[src/rtl/decode_pkg.sv]
// shared definitions for the decode stage
// widths, queue sizing, major opcodes, micro-op and format enums,
// ctrl states and the micro-op struct
`default_nettype none

package decode_pkg;

	// data and address width
	localparam int XLEN = 64;

	// micro-op queue sizing
	localparam int UOP_DEPTH = 4;
	localparam int UOP_AW = 2;
	// count needs one more bit than the pointers to hold a full queue
	localparam int UOP_CNT_W = UOP_AW + 1;

	// major opcodes, bits [6:0] of a 32-bit instruction
	localparam logic [6:0] OPC_LOAD = 7'b0000011;
	localparam logic [6:0] OPC_MISC_MEM = 7'b0001111;
	localparam logic [6:0] OPC_OP_IMM = 7'b0010011;
	localparam logic [6:0] OPC_AUIPC = 7'b0010111;
	localparam logic [6:0] OPC_OP_IMM32 = 7'b0011011;
	localparam logic [6:0] OPC_STORE = 7'b0100011;
	localparam logic [6:0] OPC_OP = 7'b0110011;
	localparam logic [6:0] OPC_LUI = 7'b0110111;
	localparam logic [6:0] OPC_OP32 = 7'b0111011;
	localparam logic [6:0] OPC_BRANCH = 7'b1100011;
	localparam logic [6:0] OPC_JALR = 7'b1100111;
	localparam logic [6:0] OPC_JAL = 7'b1101111;
	localparam logic [6:0] OPC_SYSTEM = 7'b1110011;

	// micro-op opcode, one member per supported instruction
	typedef enum logic [5:0] {
		OP_ILLEGAL,
		// upper immediate and jumps
		OP_LUI, OP_AUIPC, OP_JAL, OP_JALR,
		// branches
		OP_BEQ, OP_BNE, OP_BLT, OP_BGE, OP_BLTU, OP_BGEU,
		// loads
		OP_LB, OP_LH, OP_LW, OP_LD, OP_LBU, OP_LHU, OP_LWU,
		// stores
		OP_SB, OP_SH, OP_SW, OP_SD,
		// register-immediate
		OP_ADDI, OP_SLTI, OP_SLTIU, OP_XORI, OP_ORI, OP_ANDI,
		OP_SLLI, OP_SRLI, OP_SRAI,
		OP_ADDIW, OP_SLLIW, OP_SRLIW, OP_SRAIW,
		// register-register
		OP_ADD, OP_SUB, OP_SLL, OP_SLT, OP_SLTU,
		OP_XOR, OP_SRL, OP_SRA, OP_OR, OP_AND,
		OP_ADDW, OP_SUBW, OP_SLLW, OP_SRLW, OP_SRAW,
		// memory ordering
		OP_FENCE, OP_FENCE_I,
		// system and csr
		OP_ECALL, OP_EBREAK,
		OP_CSRRW, OP_CSRRS, OP_CSRRC,
		OP_CSRRWI, OP_CSRRSI, OP_CSRRCI
	} uop_op_e;

	// which immediate layout to extract
	typedef enum logic [2:0] {
		IMM_NONE,
		IMM_I,
		IMM_S,
		IMM_B,
		IMM_U,
		IMM_J
	} imm_fmt_e;

	// decode control state
	typedef enum logic {
		ST_RUN,
		ST_HALT
	} ctrl_state_e;

	// one decoded instruction, 156 bits
	typedef struct packed {
		logic is_rvc;
		uop_op_e op;
		logic [XLEN-1:0] pc;
		logic [XLEN-1:0] imm;
		logic [5:0] shamt;
		logic [4:0] rd;
		logic [4:0] rs1;
		logic [4:0] rs2;
	} decode_uop_t;

endpackage

`default_nettype wire

[src/rtl/decode_ctrl.sv]
// decode control
// run and halt state, queue pointers and count, stall, push, pop and flush
// plus assertions on the queue occupancy and the halt
`timescale 1ns/1ns
`default_nettype none

module decode_ctrl
	import decode_pkg::*;
(
	input  logic              clk,
	input  logic              rst,
	input  logic              fetch_valid,
	input  logic              issue_pop,
	input  logic              flush,
	input  uop_op_e           wr_op,
	output logic              wr_en,
	output logic [UOP_AW-1:0] wr_ptr,
	output logic [UOP_AW-1:0] rd_ptr,
	output logic              fetch_stall,
	output logic              issue_valid
);

	ctrl_state_e state;
	logic [UOP_CNT_W-1:0] count;
	logic full;
	logic pop_en;

	assign full = (count == UOP_CNT_W'(UOP_DEPTH));
	assign issue_valid = (count != '0);
	assign fetch_stall = full | (state == ST_HALT);

	// take an instruction only when there is room and we are not halted
	assign wr_en = fetch_valid & ~fetch_stall;
	assign pop_en = issue_pop & issue_valid;

	always_ff @(posedge clk) begin
		if (rst || flush) begin
			state <= ST_RUN;
			wr_ptr <= '0;
			rd_ptr <= '0;
			count <= '0;
		end else begin
			if (wr_en)
				wr_ptr <= wr_ptr + 1'b1;
			if (pop_en)
				rd_ptr <= rd_ptr + 1'b1;
			case ({wr_en, pop_en})
				2'b10: count <= count + 1'b1;
				2'b01: count <= count - 1'b1;
				default: count <= count;
			endcase
			// illegal op is queued, then nothing more until a flush
			if (wr_en && wr_op == OP_ILLEGAL)
				state <= ST_HALT;
		end
	end

	// a full queue never advances the write pointer
	a_no_write_full: assert property (@(posedge clk) disable iff (rst)
		(full && !flush) |=> $stable(wr_ptr));

	a_count_range: assert property (@(posedge clk) disable iff (rst)
		count <= UOP_CNT_W'(UOP_DEPTH));

	// once halted, the halt and the write pointer hold until a flush
	a_halt_no_write: assert property (@(posedge clk) disable iff (rst)
		(state == ST_HALT && !flush) |=> (state == ST_HALT) && $stable(wr_ptr));

endmodule

`default_nettype wire

[src/rtl/decode_top.sv]
// decode stage top level
// decoder, immediate generator, micro-op queue and control
`timescale 1ns/1ns
`default_nettype none

module decode_top
	import decode_pkg::*;
(
	input  logic            clk,
	input  logic            rst,
	input  logic [31:0]     instr,
	input  logic [XLEN-1:0] pc,
	input  logic            fetch_valid,
	input  logic            flush,
	input  logic            issue_pop,
	output logic            fetch_stall,
	output logic            issue_valid,
	output decode_uop_t     issue_uop
);

	uop_op_e dec_op;
	imm_fmt_e dec_imm_fmt;
	logic [5:0] dec_shamt;
	logic [4:0] dec_rd;
	logic [4:0] dec_rs1;
	logic [4:0] dec_rs2;
	logic [XLEN-1:0] dec_imm;
	decode_uop_t wr_uop;
	logic wr_en;
	logic [UOP_AW-1:0] wr_ptr;
	logic [UOP_AW-1:0] rd_ptr;

	rv64i_decoder u_decoder (
		.instr   (instr),
		.op      (dec_op),
		.imm_fmt (dec_imm_fmt),
		.shamt   (dec_shamt),
		.rd      (dec_rd),
		.rs1     (dec_rs1),
		.rs2     (dec_rs2)
	);

	imm_gen u_imm_gen (
		.instr   (instr),
		.imm_fmt (dec_imm_fmt),
		.imm     (dec_imm)
	);

	// compressed instructions are not decoded, so is_rvc stays low
	always_comb begin
		wr_uop.is_rvc = 1'b0;
		wr_uop.op = dec_op;
		wr_uop.pc = pc;
		wr_uop.imm = dec_imm;
		wr_uop.shamt = dec_shamt;
		wr_uop.rd = dec_rd;
		wr_uop.rs1 = dec_rs1;
		wr_uop.rs2 = dec_rs2;
	end

	uop_fifo u_fifo (
		.clk    (clk),
		.wr_en  (wr_en),
		.wr_ptr (wr_ptr),
		.wr_uop (wr_uop),
		.rd_ptr (rd_ptr),
		.rd_uop (issue_uop)
	);

	decode_ctrl u_ctrl (
		.clk         (clk),
		.rst         (rst),
		.fetch_valid (fetch_valid),
		.issue_pop   (issue_pop),
		.flush       (flush),
		.wr_op       (wr_uop.op),
		.wr_en       (wr_en),
		.wr_ptr      (wr_ptr),
		.rd_ptr      (rd_ptr),
		.fetch_stall (fetch_stall),
		.issue_valid (issue_valid)
	);

endmodule

`default_nettype wire

[src/rtl/imm_gen.sv]
// immediate generator
// I, S, B, U and J immediates, sign extended from instr[31]
`timescale 1ns/1ns
`default_nettype none

module imm_gen
	import decode_pkg::*;
(
	input  logic [31:0]     instr,
	input  imm_fmt_e        imm_fmt,
	output logic [XLEN-1:0] imm
);

	logic sign;

	assign sign = instr[31];

	always_comb begin
		case (imm_fmt)
			IMM_I: imm = {{(XLEN-12){sign}}, instr[31:20]};
			IMM_S: imm = {{(XLEN-12){sign}}, instr[31:25], instr[11:7]};
			// branch offsets are in units of two bytes
			IMM_B: begin
				imm = {{(XLEN-13){sign}}, instr[31], instr[7], instr[30:25],
					instr[11:8], 1'b0};
			end
			IMM_U: imm = {{(XLEN-32){sign}}, instr[31:12], 12'b0};
			IMM_J: begin
				imm = {{(XLEN-21){sign}}, instr[31], instr[19:12], instr[20],
					instr[30:21], 1'b0};
			end
			default: imm = '0;
		endcase
	end

endmodule

`default_nettype wire

[src/rtl/rv64i_decoder.sv]
// rv64i instruction decoder
// major opcode, funct3 and funct7 into a micro-op opcode,
// an immediate format and the register fields
`timescale 1ns/1ns
`default_nettype none

module rv64i_decoder
	import decode_pkg::*;
(
	input  logic [31:0] instr,
	output uop_op_e     op,
	output imm_fmt_e    imm_fmt,
	output logic [5:0]  shamt,
	output logic [4:0]  rd,
	output logic [4:0]  rs1,
	output logic [4:0]  rs2
);

	logic [6:0] opcode;
	logic [2:0] funct3;
	logic [6:0] funct7;
	logic [11:0] funct12;

	assign opcode = instr[6:0];
	assign funct3 = instr[14:12];
	assign funct7 = instr[31:25];
	assign funct12 = instr[31:20];

	// register fields pass straight through, zimm of csr*i sits in rs1
	assign rd = instr[11:7];
	assign rs1 = instr[19:15];
	assign rs2 = instr[24:20];
	// 6-bit shamt for the 64-bit shifts
	assign shamt = instr[25:20];

	always_comb begin
		op = OP_ILLEGAL;
		imm_fmt = IMM_NONE;
		case (opcode)
			OPC_LUI: begin
				op = OP_LUI;
				imm_fmt = IMM_U;
			end
			OPC_AUIPC: begin
				op = OP_AUIPC;
				imm_fmt = IMM_U;
			end
			OPC_JAL: begin
				op = OP_JAL;
				imm_fmt = IMM_J;
			end
			OPC_JALR: begin
				imm_fmt = IMM_I;
				if (funct3 == 3'b000)
					op = OP_JALR;
			end
			OPC_BRANCH: begin
				imm_fmt = IMM_B;
				case (funct3)
					3'b000: op = OP_BEQ;
					3'b001: op = OP_BNE;
					3'b100: op = OP_BLT;
					3'b101: op = OP_BGE;
					3'b110: op = OP_BLTU;
					3'b111: op = OP_BGEU;
					default: op = OP_ILLEGAL;
				endcase
			end
			OPC_LOAD: begin
				imm_fmt = IMM_I;
				case (funct3)
					3'b000: op = OP_LB;
					3'b001: op = OP_LH;
					3'b010: op = OP_LW;
					3'b011: op = OP_LD;
					3'b100: op = OP_LBU;
					3'b101: op = OP_LHU;
					3'b110: op = OP_LWU;
					default: op = OP_ILLEGAL;
				endcase
			end
			OPC_STORE: begin
				imm_fmt = IMM_S;
				case (funct3)
					3'b000: op = OP_SB;
					3'b001: op = OP_SH;
					3'b010: op = OP_SW;
					3'b011: op = OP_SD;
					default: op = OP_ILLEGAL;
				endcase
			end
			OPC_OP_IMM: begin
				imm_fmt = IMM_I;
				case (funct3)
					3'b000: op = OP_ADDI;
					3'b010: op = OP_SLTI;
					3'b011: op = OP_SLTIU;
					3'b100: op = OP_XORI;
					3'b110: op = OP_ORI;
					3'b111: op = OP_ANDI;
					// shamt[5] lives in funct7[0], so only the top six bits select
					3'b001: if (funct7[6:1] == 6'b000000) op = OP_SLLI;
					3'b101: begin
						if (funct7[6:1] == 6'b000000)
							op = OP_SRLI;
						else if (funct7[6:1] == 6'b010000)
							op = OP_SRAI;
					end
					default: op = OP_ILLEGAL;
				endcase
			end
			OPC_OP_IMM32: begin
				imm_fmt = IMM_I;
				case ({funct7, funct3})
					{7'b0000000, 3'b001}: op = OP_SLLIW;
					{7'b0000000, 3'b101}: op = OP_SRLIW;
					{7'b0100000, 3'b101}: op = OP_SRAIW;
					default: if (funct3 == 3'b000) op = OP_ADDIW;
				endcase
			end
			OPC_OP: begin
				case ({funct7, funct3})
					{7'b0000000, 3'b000}: op = OP_ADD;
					{7'b0100000, 3'b000}: op = OP_SUB;
					{7'b0000000, 3'b001}: op = OP_SLL;
					{7'b0000000, 3'b010}: op = OP_SLT;
					{7'b0000000, 3'b011}: op = OP_SLTU;
					{7'b0000000, 3'b100}: op = OP_XOR;
					{7'b0000000, 3'b101}: op = OP_SRL;
					{7'b0100000, 3'b101}: op = OP_SRA;
					{7'b0000000, 3'b110}: op = OP_OR;
					{7'b0000000, 3'b111}: op = OP_AND;
					default: op = OP_ILLEGAL;
				endcase
			end
			OPC_OP32: begin
				case ({funct7, funct3})
					{7'b0000000, 3'b000}: op = OP_ADDW;
					{7'b0100000, 3'b000}: op = OP_SUBW;
					{7'b0000000, 3'b001}: op = OP_SLLW;
					{7'b0000000, 3'b101}: op = OP_SRLW;
					{7'b0100000, 3'b101}: op = OP_SRAW;
					default: op = OP_ILLEGAL;
				endcase
			end
			OPC_MISC_MEM: begin
				imm_fmt = IMM_I;
				if (funct3 == 3'b000)
					op = OP_FENCE;
				else if (funct3 == 3'b001)
					op = OP_FENCE_I;
			end
			OPC_SYSTEM: begin
				// csr address rides in the I immediate
				imm_fmt = IMM_I;
				case (funct3)
					3'b000: begin
						imm_fmt = IMM_NONE;
						if (funct12 == 12'h000)
							op = OP_ECALL;
						else if (funct12 == 12'h001)
							op = OP_EBREAK;
					end
					3'b001: op = OP_CSRRW;
					3'b010: op = OP_CSRRS;
					3'b011: op = OP_CSRRC;
					3'b101: op = OP_CSRRWI;
					3'b110: op = OP_CSRRSI;
					3'b111: op = OP_CSRRCI;
					default: op = OP_ILLEGAL;
				endcase
			end
			default: op = OP_ILLEGAL;
		endcase
		// an illegal micro-op always carries a zero immediate
		if (op == OP_ILLEGAL)
			imm_fmt = IMM_NONE;
	end

endmodule

`default_nettype wire

[src/rtl/uop_fifo.sv]
// micro-op queue storage
// written at wr_ptr on the clock edge, read at rd_ptr combinationally
`timescale 1ns/1ns
`default_nettype none

module uop_fifo
	import decode_pkg::*;
(
	input  logic              clk,
	input  logic              wr_en,
	input  logic [UOP_AW-1:0] wr_ptr,
	input  decode_uop_t       wr_uop,
	input  logic [UOP_AW-1:0] rd_ptr,
	output decode_uop_t       rd_uop
);

	// entry validity is tracked by the pointers and count in ctrl
	decode_uop_t mem [UOP_DEPTH];

	always_ff @(posedge clk) begin
		if (wr_en)
			mem[wr_ptr] <= wr_uop;
	end

	// head is visible the cycle after the write edge
	assign rd_uop = mem[rd_ptr];

endmodule

`default_nettype wire

[config.mk]
export PLATFORM = sky130hd
export DESIGN_NAME = decode_top
export DESIGN_NICKNAME = d
export VERILOG_FILES = /design/src/rtl/decode_pkg.sv /design/src/rtl/decode_ctrl.sv /design/src/rtl/decode_top.sv /design/src/rtl/imm_gen.sv /design/src/rtl/rv64i_decoder.sv /design/src/rtl/uop_fifo.sv
export SDC_FILE = /design/constraint.sdc
export NUM_CORES = 1
export LEC_CHECK = 0
export BUFFER_PORTS_ARGS = -buffer_cell sky130_fd_sc_hd__buf_2
export CAP_MARGIN = 0
export CORE_ASPECT_RATIO = 0.5
export CORE_UTILIZATION = 50
export CTS_BUF_LIST = sky130_fd_sc_hd__clkbuf_4 sky130_fd_sc_hd__clkbuf_8
export CTS_CLUSTER_SIZE = 30
export DETAILED_ROUTE_END_ITERATION = 8
export PLACE_DENSITY = 0.72
export SLEW_MARGIN = 5
export SYNTH_ARGS = -nofsm -noshare
export SYNTH_HDL_FRONTEND = slang
export SYNTH_SLANG_ARGS = --single-unit
export TNS_END_PERCENT = 50
[constraint.sdc]
create_clock -name clk -period 9.9 [get_ports clk]
set_input_delay 0.495 -clock clk [delete_from_list [all_inputs] [get_ports clk]]
set_output_delay 0.495 -clock clk [all_outputs]
set_load 0.05 [all_outputs]
## Yosys cells after proc, flatten, opt, wreduce, memory -nomap -nowiden

Memory sizes are Yosys's and may differ from the RTL's. A register that Yosys moved wholly into a read port is not among the register bits.
Cells that the tools add are included.

- Mux-type cells: 27
- Reductions and logical operators: 11
- Bitwise operators: 4
- $add $sub $neg: 4
- Equal/unequal tests: 39

Operators by type and width:

| cell | count |
|---|---|
| 64-bit one-hot mux with 5 select lines | 1 |
| 6-bit one-hot mux with 13 select lines | 1 |
| 6-bit one-hot mux with 10 select lines | 1 |
| 6-bit one-hot mux with 8 select lines | 1 |
| 6-bit one-hot mux with 7 select lines | 1 |
| 10-bit by 3-bit == test with 1-bit output (second input constant) | 4 |
| 5-bit one-hot mux with 7 select lines | 1 |
| 6-bit 2-to-1 mux | 5 |
| 6-bit one-hot mux with 5 select lines | 1 |
| 7-bit by 6-bit == test with 1-bit output (second input constant) | 4 |
| 7-bit == test (second input constant) | 4 |
| 4-bit one-hot mux with 6 select lines | 1 |
| 3-bit == test (second input constant) | 7 |
| 7-bit by 5-bit == test with 1-bit output (second input constant) | 3 |
| 10-bit by 2-bit == test with 1-bit output (second input constant) | 2 |
| 10-bit by 9-bit == test with 1-bit output (second input constant) | 2 |
| 5-bit one-hot mux with 4 select lines | 1 |
| 3-bit one-hot mux with 6 select lines | 1 |
| 6-bit one-hot mux with 3 select lines | 1 |
| 5-bit 2-to-1 mux | 3 |
| 12-bit by 1-bit == test with 1-bit output (second input constant) | 1 |
| 3-bit by 2-bit == test with 1-bit output (second input constant) | 4 |
| 12-bit zero test | 1 |
| 6-bit zero test | 2 |
| other kinds (25) | 32 |

- Bits in writable memories: 620
- Memories kept: 1
- Bits of input ports: 101
- Register bits: 8
- Word-level logic and storage cells: 90
- Output and inout bits: 158

Memory list:

| memory | words | width | rd ports | clocked after memory_dff | write ports | RTL line | text |
|---|---|---|---|---|---|---|---|
| u_fifo.mem | 4 | 155 | 1 | 1 | 1 | uop_fifo.sv:18 | `decode_uop_t mem [UOP_DEPTH];` |

## Depth between registers and ports, before layout

Gate-level depths: netlist of run 1.

- Depth in word-level cells: 9
- Depth in mapped cells: 11

## Cells and area by module

From an unflattened synthesis of run 1, not the netlist that was laid out.

- Cell total of the unflattened synthesis: 1159
- Area total of the unflattened synthesis: 24932.7 um2

By module, submodules not included:

| module | area an instance (um2) | instances | cells an instance |
|---|---|---|---|
| uop_fifo | 22699.3 | 1 | 819 |
| rv64i_decoder | 1182.4 | 1 | 195 |
| imm_gen | 630.6 | 1 | 98 |
| decode_ctrl | 416.6 | 1 | 46 |
| decode_top | 3.8 | 1 | 1 |

## Least setup slack after synthesis of run 1

OpenSTA, ideal clock, no wires.

- Path type: register to register
- From: reg u_ctrl.count[0]
- To: mem u_fifo.mem[0][100] (netlist bit), enable pin
- Setup slack: 5893 ps
- Stages on the path, launching flop included: 4
- Clock period less this slack: 4007 ps
- Arrival: 3515 ps
- Cell sequence: dfxtp_1 -> inv_1 -> a31oi_1 -> and3_1

- Longest elaborated chain between the ends: 6

Ends and longest elaborated chain:

| element | RTL line | text |
|---|---|---|
| start: declaration | decode_ctrl.sv:24 | `logic [UOP_CNT_W-1:0] count;` |
| start signal: assignment | decode_ctrl.sv:48 | `2'b10: count <= count + 1'b1;` |
| start signal: assignment | decode_ctrl.sv:49 | `2'b01: count <= count - 1'b1;` |
| start signal: assignment | decode_ctrl.sv:50 | `default: count <= count;` |
| 3-bit == test | decode_ctrl.sv:28 | `assign full = (count == UOP_CNT_W'(UOP_DEPTH));` |
| 1-bit OR | decode_ctrl.sv:30 | `assign fetch_stall = full \| (state == ST_HALT);` |
| 1-bit NOT | decode_ctrl.sv:33 | `assign wr_en = fetch_valid & ~fetch_stall;` |
| 1-bit bitwise AND | decode_ctrl.sv:33 |  |
| 1-bit 2-to-1 mux | uop_fifo.sv:21 | `if (wr_en)` |
| 1-bit 2-to-1 mux (implied by the code) | uop_fifo.sv:22 | `mem[wr_ptr] <= wr_uop;` |
| end: declaration | uop_fifo.sv:18 |  |

Every way passes these cells.

==> results of run 1 <==
==> power groups by stage <==
stage / Clock, mW / Sequential [mW] / Combinational (mW)
after floorplan: 0 / 2.35 / 0.341
after global placement: 0 / 2.35 / 0.443
after detailed placement: 0 / 2.35 / 0.447
after CTS: 1.52 / 2.31 / 0.448
after global routing: 1.59 / 2.31 / 0.465
final: 1.48 / 2.31 / 0.444
==> cells by family (layout without fill, tap and decap cells) <==
logic type	after synthesis	count (layout)	synth area share [%]
buffers and inverters	108	408	3.23
XOR/XNOR	7	7	0.317
multiplexers	120	120	13.9
flip-flops	482	482	74.3
AND/OR/NAND/NOR	161	161	4.63
other	1	5	0.0194
adder cells (fa/ha/maj)	7	7	0.485
AO/OA/AOI/OAI	87	87	3.14
==> worst max path at each step <==
| stage | from | end | slack (ps) | cells past startpoint |
|---|---|---|---|---|
| finish | register | issue_uop[62] | 5800 | 3 |
| detailed placement | instr[12] | u_fifo.mem[0][36]$_DFFE_PP_ | 6130 | 8 |
| CTS | register | issue_uop[62] | 5720 | 3 |
| floorplan | u_ctrl.count[0]$_SDFFE_PP0P_ | u_fifo.mem[0][100]$_DFFE_PP_ | 5890 | 3 |
| global placement | instr[12] | u_fifo.mem[0][38]$_DFFE_PP_ | 6210 | 8 |
| global route | register | issue_uop[70] | 5560 | 3 |
==> layer usage <==
metal	vias up	GRT usage (%)	routed length [um]
met4	0	7.02	854
met5	-	0	0
met1	5292	27.9	17300
li1	4472	-	-
met3	60	4.31	1810
met2	266	36.2	21600
==> registers in the layout, indices dropped and copies added, names as in the netlist, named ones only <==
| register | flops |
|---|---|
| u_ctrl.rd_ptr | 2 |
| u_ctrl.count | 3 |
| u_ctrl.wr_ptr | 2 |
| u_fifo.mem | 472 |
| u_ctrl.state | 1 |
==> synth_stat cells, drive strengths merged (3+ instances only) <==
cell	number
nor2	32
o32ai	3
nand3b	4
and4	3
a211oi	7
nand3	11
a21oi	16
or3	4
nand2	46
nor3	12
nand2b	3
nor3b	3
dfxtp	10
inv	20
xnor2	4
buf	75
xor2	3
o22ai	9
and2	3
edfxtp	472
mux4	118
or2	4
a2111oi	3
and3	6
and4b	3
o211ai	3
nor2b	4
ha	5
o21ai	26
clkbuf	13
nand4	10
a31oi	4
==> stage by stage <==
stage	hold WS, ps	total power, mW	setup slack [ps]	cells
after global placement	443	2.79	6210	1672
after floorplan	425	2.69	5890	973
final	98.8	4.23	5800	1797
after global routing	52.5	4.36	5560	1797
after CTS	40.3	4.27	5720	1793
after detailed placement	443	2.80	6130	1672
==> cell type report <==
| class | count | area share, % |
|---|---|---|
| Antenna cell | 4 | 0.0452 |
| Clock buffer | 91 | 5.09 |
| Clock inverter | 30 | 0.735 |
| Inverter | 20 | 0.350 |
| Multi-Input combinational cell | 383 | 19.7 |
| Sequential cell | 482 | 65.0 |
| Tap cell | 520 | 2.94 |
| Timing Repair Buffer | 267 | 6.15 |
==> metrics.csv, run 1 <==
stage;metric;value;unit
critical_path;critPathCaptureType;output port;
global_route;grt_pass1_wl;63.0;mm
worst_hold_path;hold_depth;1;
drt;num_vias;10100;
synth;avgSynthCellArea;19.9;um^2
critical_path;crit_chain;buf_4 > mux4_2 > buf_2;
placed_design;dpl-instance-area;0.0208;mm^2
drt;first_iter_violations;829;
worst_hold_path;worstHoldEndpoint;u_fifo.mem[2][96]$_DFFE_PP_;
final_layout;layout.cells.most_common;edfxtp_1;
synth;yosysWarnings;0;
clock_tree;cts_setup_buffers;0;
final_layout;drive_gt1_share;40.3;%
power;irDropWorstVdd;0.0720;mV
floorplanning;start_util;51.3;%
clock_tree;clock-sinks;482;
critical_path;cp_slowest_cell;dfxtp_4;
floorplanning;io_pins;259;
floorplanning;die_h;141;um
timing;tns;0;ps
clock_tree;clock_latency;610;ps
drt;drc_errors;0;
timing;hold_viol;0;
clock_tree;htreeDepth;3;
final_layout;area_growth;14.5;%
clock_tree;cts_tree;built;
power;switching_share;25.4;%
placed_design;gp_congestion;0.862;
power;pwr-share-clk;35.0;%
drt;final_antenna_net_count;0;
clock_tree;clockBufferDepth;3;
clock_tree;clk_pin_slew;60;ps
critical_path;rr_endpoint;u_fifo.mem[3][124]$_DFFE_PP_;
global_route;grt_pass1_vias;10800;
critical_path;required;9410;ps
floorplanning;die_x;280;um
timing;worstMarginPinSlew;1040;ps
clock_tree;root_buffer;clkbuf_8;
timing;rsz0062_at_grt;false;
floorplanning;rows;50;
timing;final_max_slew_viol_count;0;
power;p_switching;1.08;mW
critical_path;r2r_slack;6800;ps
clock_tree;cts_resized;0;
final_layout;fill_cells;2814;
critical_path;worstReg2RegStart;u_ctrl.count[0]$_SDFFE_PP0P_;
synth;seq_area_frac_synth;74.3;%
synth;synth.top_cell.area_share;73.3;%
final_layout;multi_input_area;0.00437;mm^2
critical_path;start_kind;register;
power;p_per_area;191;mW/mm^2
timing;finalCriticalPeriod;4100;ps
final_layout;nNetsFinal;1330;
timing;max_slew_margin;30.1;%
timing;post-route-period-util;41.5;%
synth;synth_area;0.0193;mm^2
final_layout;final_cell_area;0.0221;mm^2
timing;clock.fmax;0.244;GHz
run;cap_violations;0;
synth;ys.flop_type;edfxtp_1;
synth;syn_nets;1080;
drt;firstDrtPassIters;5;
global_route;globalRouteOverflowTotal;0;
synth;synth_area_leaders;edfxtp_1 (73%), mux4_2 (14%), buf_4 (1.7%);
critical_path;arrival;3610;ps
power;p_comb_share;10.5;%
final_layout;mostFrequentLayoutCells;edfxtp_1 (472), buf_2 (257), mux4_2 (118);
placed_design;dp_hpwl;25.6;mm
drt;via_per_inst;5.61;
global_route;grt_max_degree;66;
synth;synth_seq_cells;482;
drt;wire_per_inst;23.2;um
critical_path;crit_type;reg -> out;
power;power_frac_seq;54.5;%
synth;synth_cell_type_count;78;
synth;yosys.area.top_type;edfxtp_1;
clock_tree;hold_buffers;0;
global_route;antenna_found_initial;4;
synth;synth-edff-count;472;
placed_design;numPortBuffers;257;
power;p_leak;7.60;nW
synth;postSynth.asyncResetShare;0;%
clock_tree;numCtsBuffers;69;
synth;synth_cells;973;
critical_path;crit_family;buffers and inverters;
final_layout;fin_util;58.7;%
timing;skew;20.6;ps
final_layout;final-seq-area;0.0144;mm^2
floorplanning;core_area;0.0377;mm^2
drt;wl;41.6;mm
worst_hold_path;hold_path.class;in -> reg;
critical_path;cpPeakStageDelay;920;ps
power;p_int;3.15;mW
critical_path;cp_num_buf_inv;2;
critical_path;path_max_fanout;65;
floorplanning;die_area;0.0395;mm^2
worst_hold_path;hold_start;pc[11];
global_route;grt_usage;21.3;%
status;run_status;complete, no violations;
timing;setup_viol;0;
critical_path;r2r_cells;4;
No activity file was read; power rests on OpenSTA's default activity.
==> run 2: changes to the inputs <==
Settings changed: PLACE_DENSITY 0.72 to 0.74.
Clock period 9.9 ns to 3.6 ns, I/O delays scaled along.
==> run 2 against run 1 <==
Effect of this change: count of clock-buffer cells in the layout grew 9; die area stayed put; final cell count grew 5.8%; critical path type is now in -> reg; largest cell class unchanged.
==> metrics.csv, run 2 (same netlist as run 1, synthesis figures left out) <==
stage;metric;value;unit;change
status;run_status;complete, no violations;;
power;p_leak;8.12;nW;+6.9%
placed_design;pre_cts_ws;442;ps;-5680 ps
global_route;antenna_found_initial;3;;-1
floorplanning;start_util;51.3;%;unchanged
placed_design;numPortBuffers;257;;unchanged
final_layout;regMostFlops;u_fifo.mem;;
power;irDropWorstVdd;0.254;mV;+250%
clock_tree;root_buffer;clkbuf_8;;
worst_hold_path;hold_start;instr[31];;
drt;final_antenna_net_count;0;;unchanged
drt;firstDrtPassIters;5;;unchanged
power;p_per_area;513;mW/mm^2;+170%
worst_hold_path;hold_path.class;in -> reg;;
clock_tree;cts_resized;0;;unchanged
drt;wl;43.3;mm;+4.0%
clock_tree;clockBufferDepth;3;;unchanged
critical_path;required;3910;ps;-5500 ps
floorplanning;rows;50;;unchanged
critical_path;arrival;3210;ps;-400 ps
clock_tree;htreeDepth;3;;unchanged
run;cap_violations;0;;unchanged
clock_tree;clock_latency;610;ps;about the same
final_layout;largest_reg_flops;472;;unchanged
final_layout;nNetsFinal;1437;;+8.0%
final_layout;area_growth;20.6;%;
timing;skew;25.4;ps;+4.75 ps
global_route;grt_max_degree;118;;+79%
drt;num_vias;10600;;+4.9%
floorplanning;die_h;141;um;unchanged
clock_tree;clk_pin_slew;70;ps;about the same
timing;finalCriticalPeriod;2890;ps;
final_layout;drive_gt1_share;38.7;%;-1.6 points
critical_path;critPathCaptureType;register;;
timing;final_max_slew_viol_count;0;;unchanged
clock_tree;cts_tree;built;;
timing;hold_viol;0;;unchanged
critical_path;crit_type;in -> reg;;
clock_tree;numCtsBuffers;70;;+1.4%
final_layout;mostFrequentLayoutCells;edfxtp_1 (472), buf_2 (257), mux4_2 (118);;
floorplanning;io_pins;259;;unchanged
placed_design;dp_hpwl;27.0;mm;+5.3%
timing;post-route-period-util;80.3;%;
final_layout;fin_cells;1901;;+5.8%
global_route;grt_usage;22.3;%;+0.96 points
drt;first_iter_violations;735;;-11%
timing;fin_ws;709;ps;-5090 ps
drt;drc_errors;0;;unchanged
timing;clock.fmax;0.346;GHz;
floorplanning;core_area;0.0377;mm^2;unchanged
critical_path;rr_endpoint;u_ctrl.count[2]$_SDFFE_PP0P_;;
critical_path;path_max_fanout;13;;-80%
critical_path;r2r_slack;1160;ps;-5640 ps
placed_design;dp_cells;1689;;+1.0%
timing;rsz0062_at_grt;false;;
critical_path;start_kind;primary input;;
timing;setup_viol;0;;unchanged
timing;worstMarginPinSlew;791;ps;-253 ps
timing;holdWs;145;ps;+46.3 ps
worst_hold_path;hold_depth;3;;+2
worst_hold_path;worstHoldEndpoint;u_fifo.mem[3][32]$_DFFE_PP_;;
drt;wire_per_inst;22.8;um;-1.7%
final_layout;largestRegisters;u_fifo.mem (472), u_ctrl.count (3);;
global_route;globalRouteOverflowTotal;0;;unchanged
final_layout;layout.cells.most_common;edfxtp_1;;
power;power;12.0;mW;+180%
critical_path;r2r_cells;10;;+6
clock_tree;clock-sinks;482;;unchanged
floorplanning;die_x;280;um;unchanged
floorplanning;die_area;0.0395;mm^2;unchanged
timing;max_slew_margin;47.3;%;+17 points
global_route;grt_pass1_wl;66.1;mm;+5.0%
global_route;grt_pass1_vias;11500;;+6.9%
placed_design;gp_congestion;0.846;;-2.0%
critical_path;worstReg2RegStart;u_ctrl.count[0]$_SDFFE_PP0P_;;
drt;via_per_inst;5.57;;-0.84%
## run 2: changes by cell type in the layout (fill, tap and decap cells not counted)
cell and change:
clkinv_8 -2, inv_6 -1, clkinv_2 -4, dlygate4sd3_1 +89, bufinv_16 +2, buf_12 +9
clkinv_1 -5, diode_2 -1, nor3_1 +1, clkbuf_8 +3, nor3_2 -1, clkbuf_4 +6
buf_4 +8
## run 2: layout make-up
| cell class | instances | area (um^2) |
|---|---|---|
| sequential | 482 | 14400 |
| clock buffer | 100 | 1210 |
| tap | 520 | 651 |
| multi-input combinational | 383 | 4360 |
| antenna | 3 | 7.51 |
| fill | 2643 | 14400 |
| timing repair buffer | 373 | 2490 |
| clock inverter | 20 | 143 |
| inverter | 20 | 77.6 |
## run 2: how the worst max path moves through the flow
| stage | depth (start not counted) | startpoint | endpoint | slack, ps |
|---|---|---|---|---|
| after global routing | 10 | instr[25] | u_fifo.mem[0][45]$_DFFE_PP_ | 560 |
| after detailed placement | 8 | instr[14] | u_fifo.mem[0][48]$_DFFE_PP_ | 440 |
| after floorplan | 3 | u_ctrl.count[0]$_SDFFE_PP0P_ | u_fifo.mem[2][100]$_DFFE_PP_ | -410 |
| after CTS | 10 | instr[25] | u_fifo.mem[1][43]$_DFFE_PP_ | 770 |
| after global placement | 9 | instr[30] | u_fifo.mem[0][44]$_DFFE_PP_ | 490 |
| final | 10 | instr[25] | u_fifo.mem[2][43]$_DFFE_PP_ | 710 |
## run 2: routing by layer
| metal | vias to the layer above | share of wire, % | track usage [%] |
|---|---|---|---|
| met2 | 373 | 51 | 37.0 |
| met5 | - | 0 | 0 |
| li1 | 4676 | - | - |
| met4 | 0 | 2.3 | 7.85 |
| met1 | 5453 | 41 | 29.4 |
| met3 | 82 | 5.2 | 4.89 |
## run 2: power breakdown
group	total (mW)	internal [mW]	leakage, nW	switching [mW]
clock network	4.29	2.31	0.713	1.98
logic	1.33	0.388	2.76	0.945
registers	6.34	6.31	4.65	0.0388
total	12.0	9.00	8.12	2.97
## run 2: what timing repair did
item / 4_1_cts / 5_1_grt
hold endpoints to repair: 360 / 0
hold buffers: 89 / 0
setup buffers: 0 / 0
## run 2: critical path, stage by stage
cell	delay (ps)
dlygate4sd3_1	520
buf_2	220
and4bb_4	310
a32oi_1	210
o221ai_1	160
a211oi_2	370
nand3_2	180
o32ai_4	660
buf_4	240
o21ai_1	120
## run 2: stage by stage
stage          util, %  TNS (ps)  cell area [um^2]
5_1_grt           61.8         0             23300
3_5_place_dp      55.9         0             21100
2_1_floorplan        -    -95780             19300
3_3_place_gp      55.9         0             21100
6_report          61.8         0             23300
4_1_cts           61.8         0             23300
==> run 3: changes to the inputs <==
Settings changed: PLACE_DENSITY 0.74 to 0.72.
Clock period 3.6 ns to 3 ns, I/O delays scaled along.
==> run 3 against run 2 <==
Effect of this change: power rose by 20%; final cell count rose by 2.9%; highest routed layer is now met5; flip-flop and latch count stayed put; first-iteration DRC count increased by 13%; worst setup slack got worse by 460 ps; register-to-register slack worse by 580 ps.
==> metrics.csv, run 3 (same netlist as run 1, synthesis figures left out) <==
stage;metric;value;unit;change
placed_design;gp_congestion;0.895;;+5.9%
timing;rsz0062_at_grt;false;;
critical_path;required;3310;ps;-600 ps
critical_path;critPathCaptureType;register;;
global_route;use_met1;30.2;%;+0.87 points
timing;skew;22.6;ps;-2.79 ps
global_route;grt_max_degree;56;;-53%
critical_path;crit_path_end;u_fifo.mem[3][49]$_DFFE_PP_;;
final_layout;largestRegisters;u_fifo.mem (472), u_ctrl.count (3);;
floorplanning;die_x;280;um;unchanged
drt;via_per_inst;5.54;;-0.52%
clock_tree;clockBufferDepth;3;;unchanged
clock_tree;cts_tree;built;;
drt;wire_per_inst;22.6;um;-0.64%
drt;firstDrtPassIters;5;;unchanged
power;irDropWorstVdd;0.280;mV;+10%
power;power;14.4;mW;+20%
critical_path;cp_slowest_cell;o21ai_0;;
critical_path;rr_endpoint;u_ctrl.count[2]$_SDFFE_PP0P_;;
global_route;met3_usage;5.22;%;+0.33 points
final_layout;fin_cells;1956;;+2.9%
placed_design;dp_hpwl;29.0;mm;+7.4%
clock_tree;cts_setup_buffers;0;;unchanged
clock_tree;clock_latency;630;ps;+20 ps
global_route;globalRouteOverflowTotal;0;;unchanged
final_layout;regMostFlops;u_fifo.mem;;
clock_tree;numCtsBuffers;68;;-2.9%
timing;final_max_slew_viol_count;0;;unchanged
placed_design;numPortBuffers;257;;unchanged
floorplanning;io_pins;259;;unchanged
drt;first_iter_violations;831;;+13%
clock_tree;clock-sinks;482;;unchanged
power;p_per_area;601;mW/mm^2;+17%
drt;final_antenna_net_count;0;;unchanged
clock_tree;root_buffer;clkbuf_8;;
critical_path;worstReg2RegStart;u_ctrl.count[0]$_SDFFE_PP0P_;;
global_route;grt_use_met2;38.1;%;+1.1 points
final_layout;drive_gt1_share;41.6;%;+2.9 points
timing;setup_viol;0;;unchanged
critical_path;start_kind;primary input;;
clock_tree;htreeDepth;3;;unchanged
global_route;antenna_found_initial;1;;-2
drt;wl;44.3;mm;+2.2%
critical_path;crit_type;in -> reg;;
critical_path;cpPeakStageDelay;620;ps;-40 ps
global_route;grt_pass1_wl;67.1;mm;+1.5%
global_route;grt_pass1_vias;11500;;+0.28%
power;p_leak;8.45;nW;+4.2%
timing;clock.fmax;0.364;GHz;
timing;post-route-period-util;91.6;%;
timing;max_slew_margin;52.2;%;+4.9 points
floorplanning;core_area;0.0377;mm^2;unchanged
drt;drc_errors;0;;unchanged
timing;finalCriticalPeriod;2750;ps;
floorplanning;die_h;141;um;unchanged
critical_path;crit_chain;buf_2 > dlygate4sd3_1 > buf_4 > nor3_1 > nand4_1 > or3_1 > and4b_1 > o211ai_2 > o32ai_4 > o21ai_0;;
critical_path;arrival;3060;ps;-150 ps
floorplanning;start_util;51.3;%;unchanged
final_layout;n_antenna_cell;0;;-3
global_route;grt-busiest-layer;met2;;
critical_path;r2r_cells;10;;unchanged
timing;worstMarginPinSlew;716;ps;-74.7 ps
final_layout;layout.cells.most_common;edfxtp_1;;
run;cap_violations;0;;unchanged
status;run_status;complete, no violations;;
floorplanning;die_area;0.0395;mm^2;unchanged
final_layout;largest_reg_flops;472;;unchanged
critical_path;r2r_slack;580;ps;-580 ps
timing;hold_viol;0;;unchanged
final_layout;nNetsFinal;1499;;+4.3%
floorplanning;rows;50;;unchanged
worst_hold_path;hold_path.class;in -> reg;;
critical_path;startpoint;instr[25];;
clock_tree;clk_pin_slew;70;ps;about the same
placed_design;dp_cells;1755;;+3.9%
timing;tns;0;ps;unchanged
critical_path;path_max_fanout;15;;+2
drt;num_vias;10800;;+2.4%
final_layout;mostFrequentLayoutCells;edfxtp_1 (472), buf_2 (257), mux4_2 (118);;
global_route;grt_usage;22.9;%;+0.63 points
final_layout;area_growth;23.6;%;
==> run 3: layout make-up <==
type	count	area (um^2)
inverter	20	77.6
clock inverter	31	255
clock buffer	83	1060
sequential	482	14400
timing repair buffer	437	3110
multi-input combinational	383	4370
tap	520	651
fill	2636	13800
==> run 3: how the worst min path moves through the flow <==
| stage | cells past startpoint | slack (ps) | startpoint | end |
|---|---|---|---|---|
| after floorplan | 0 | 250 | pc[15] | u_fifo.mem[0][100]$_DFFE_PP_ |
| after global placement | 1 | 360 | pc[23] | u_fifo.mem[0][108]$_DFFE_PP_ |
| after detailed placement | 1 | 370 | pc[47] | u_fifo.mem[1][132]$_DFFE_PP_ |
| after CTS | 3 | 20 | instr[27] | u_fifo.mem[0][48]$_DFFE_PP_ |
| after global routing | 3 | 40 | instr[27] | u_fifo.mem[0][48]$_DFFE_PP_ |
| final | 3 | 90 | instr[27] | u_fifo.mem[0][48]$_DFFE_PP_ |
==> run 3: per-stage QoR <==
stage	utilization, %	worst slack, ps	hold slack (ps)	cell area [um^2]
finish	63.3	251	87.0	23900
detailed placement	57.5	-299	366	21700
CTS	63.3	107	17.8	23900
global placement	57.5	-136	358	21700
global route	63.3	109	39.8	23900
floorplan	-	-1010	249	19300
==> run 3: critical path, delay by kind of cell <==
family	cells	cell delay [ps]
AOI/OAI and AO/OA	3	1040
and+or+nand+nor	4	1020
buffers and inverters	3	840
==> run 3: power by group <==
part	switching [mW]	internal [mW]
clock network	2.45	2.62
registers	0.0469	7.56
logic	1.15	0.529
==> run 3: repair_timing <==
item,in CTS,in global routing
hold buffers,87,0
setup endpoints to repair,0,16
gates resized for setup,0,1
hold endpoints to repair,373,0
==> run 3: metal layers <==
metal	vias to the layer above	wire length [um]
met4	2	1140
li1	4800	-
met1	5602	18300
met2	346	22500
met5	-	12
met3	84	2330
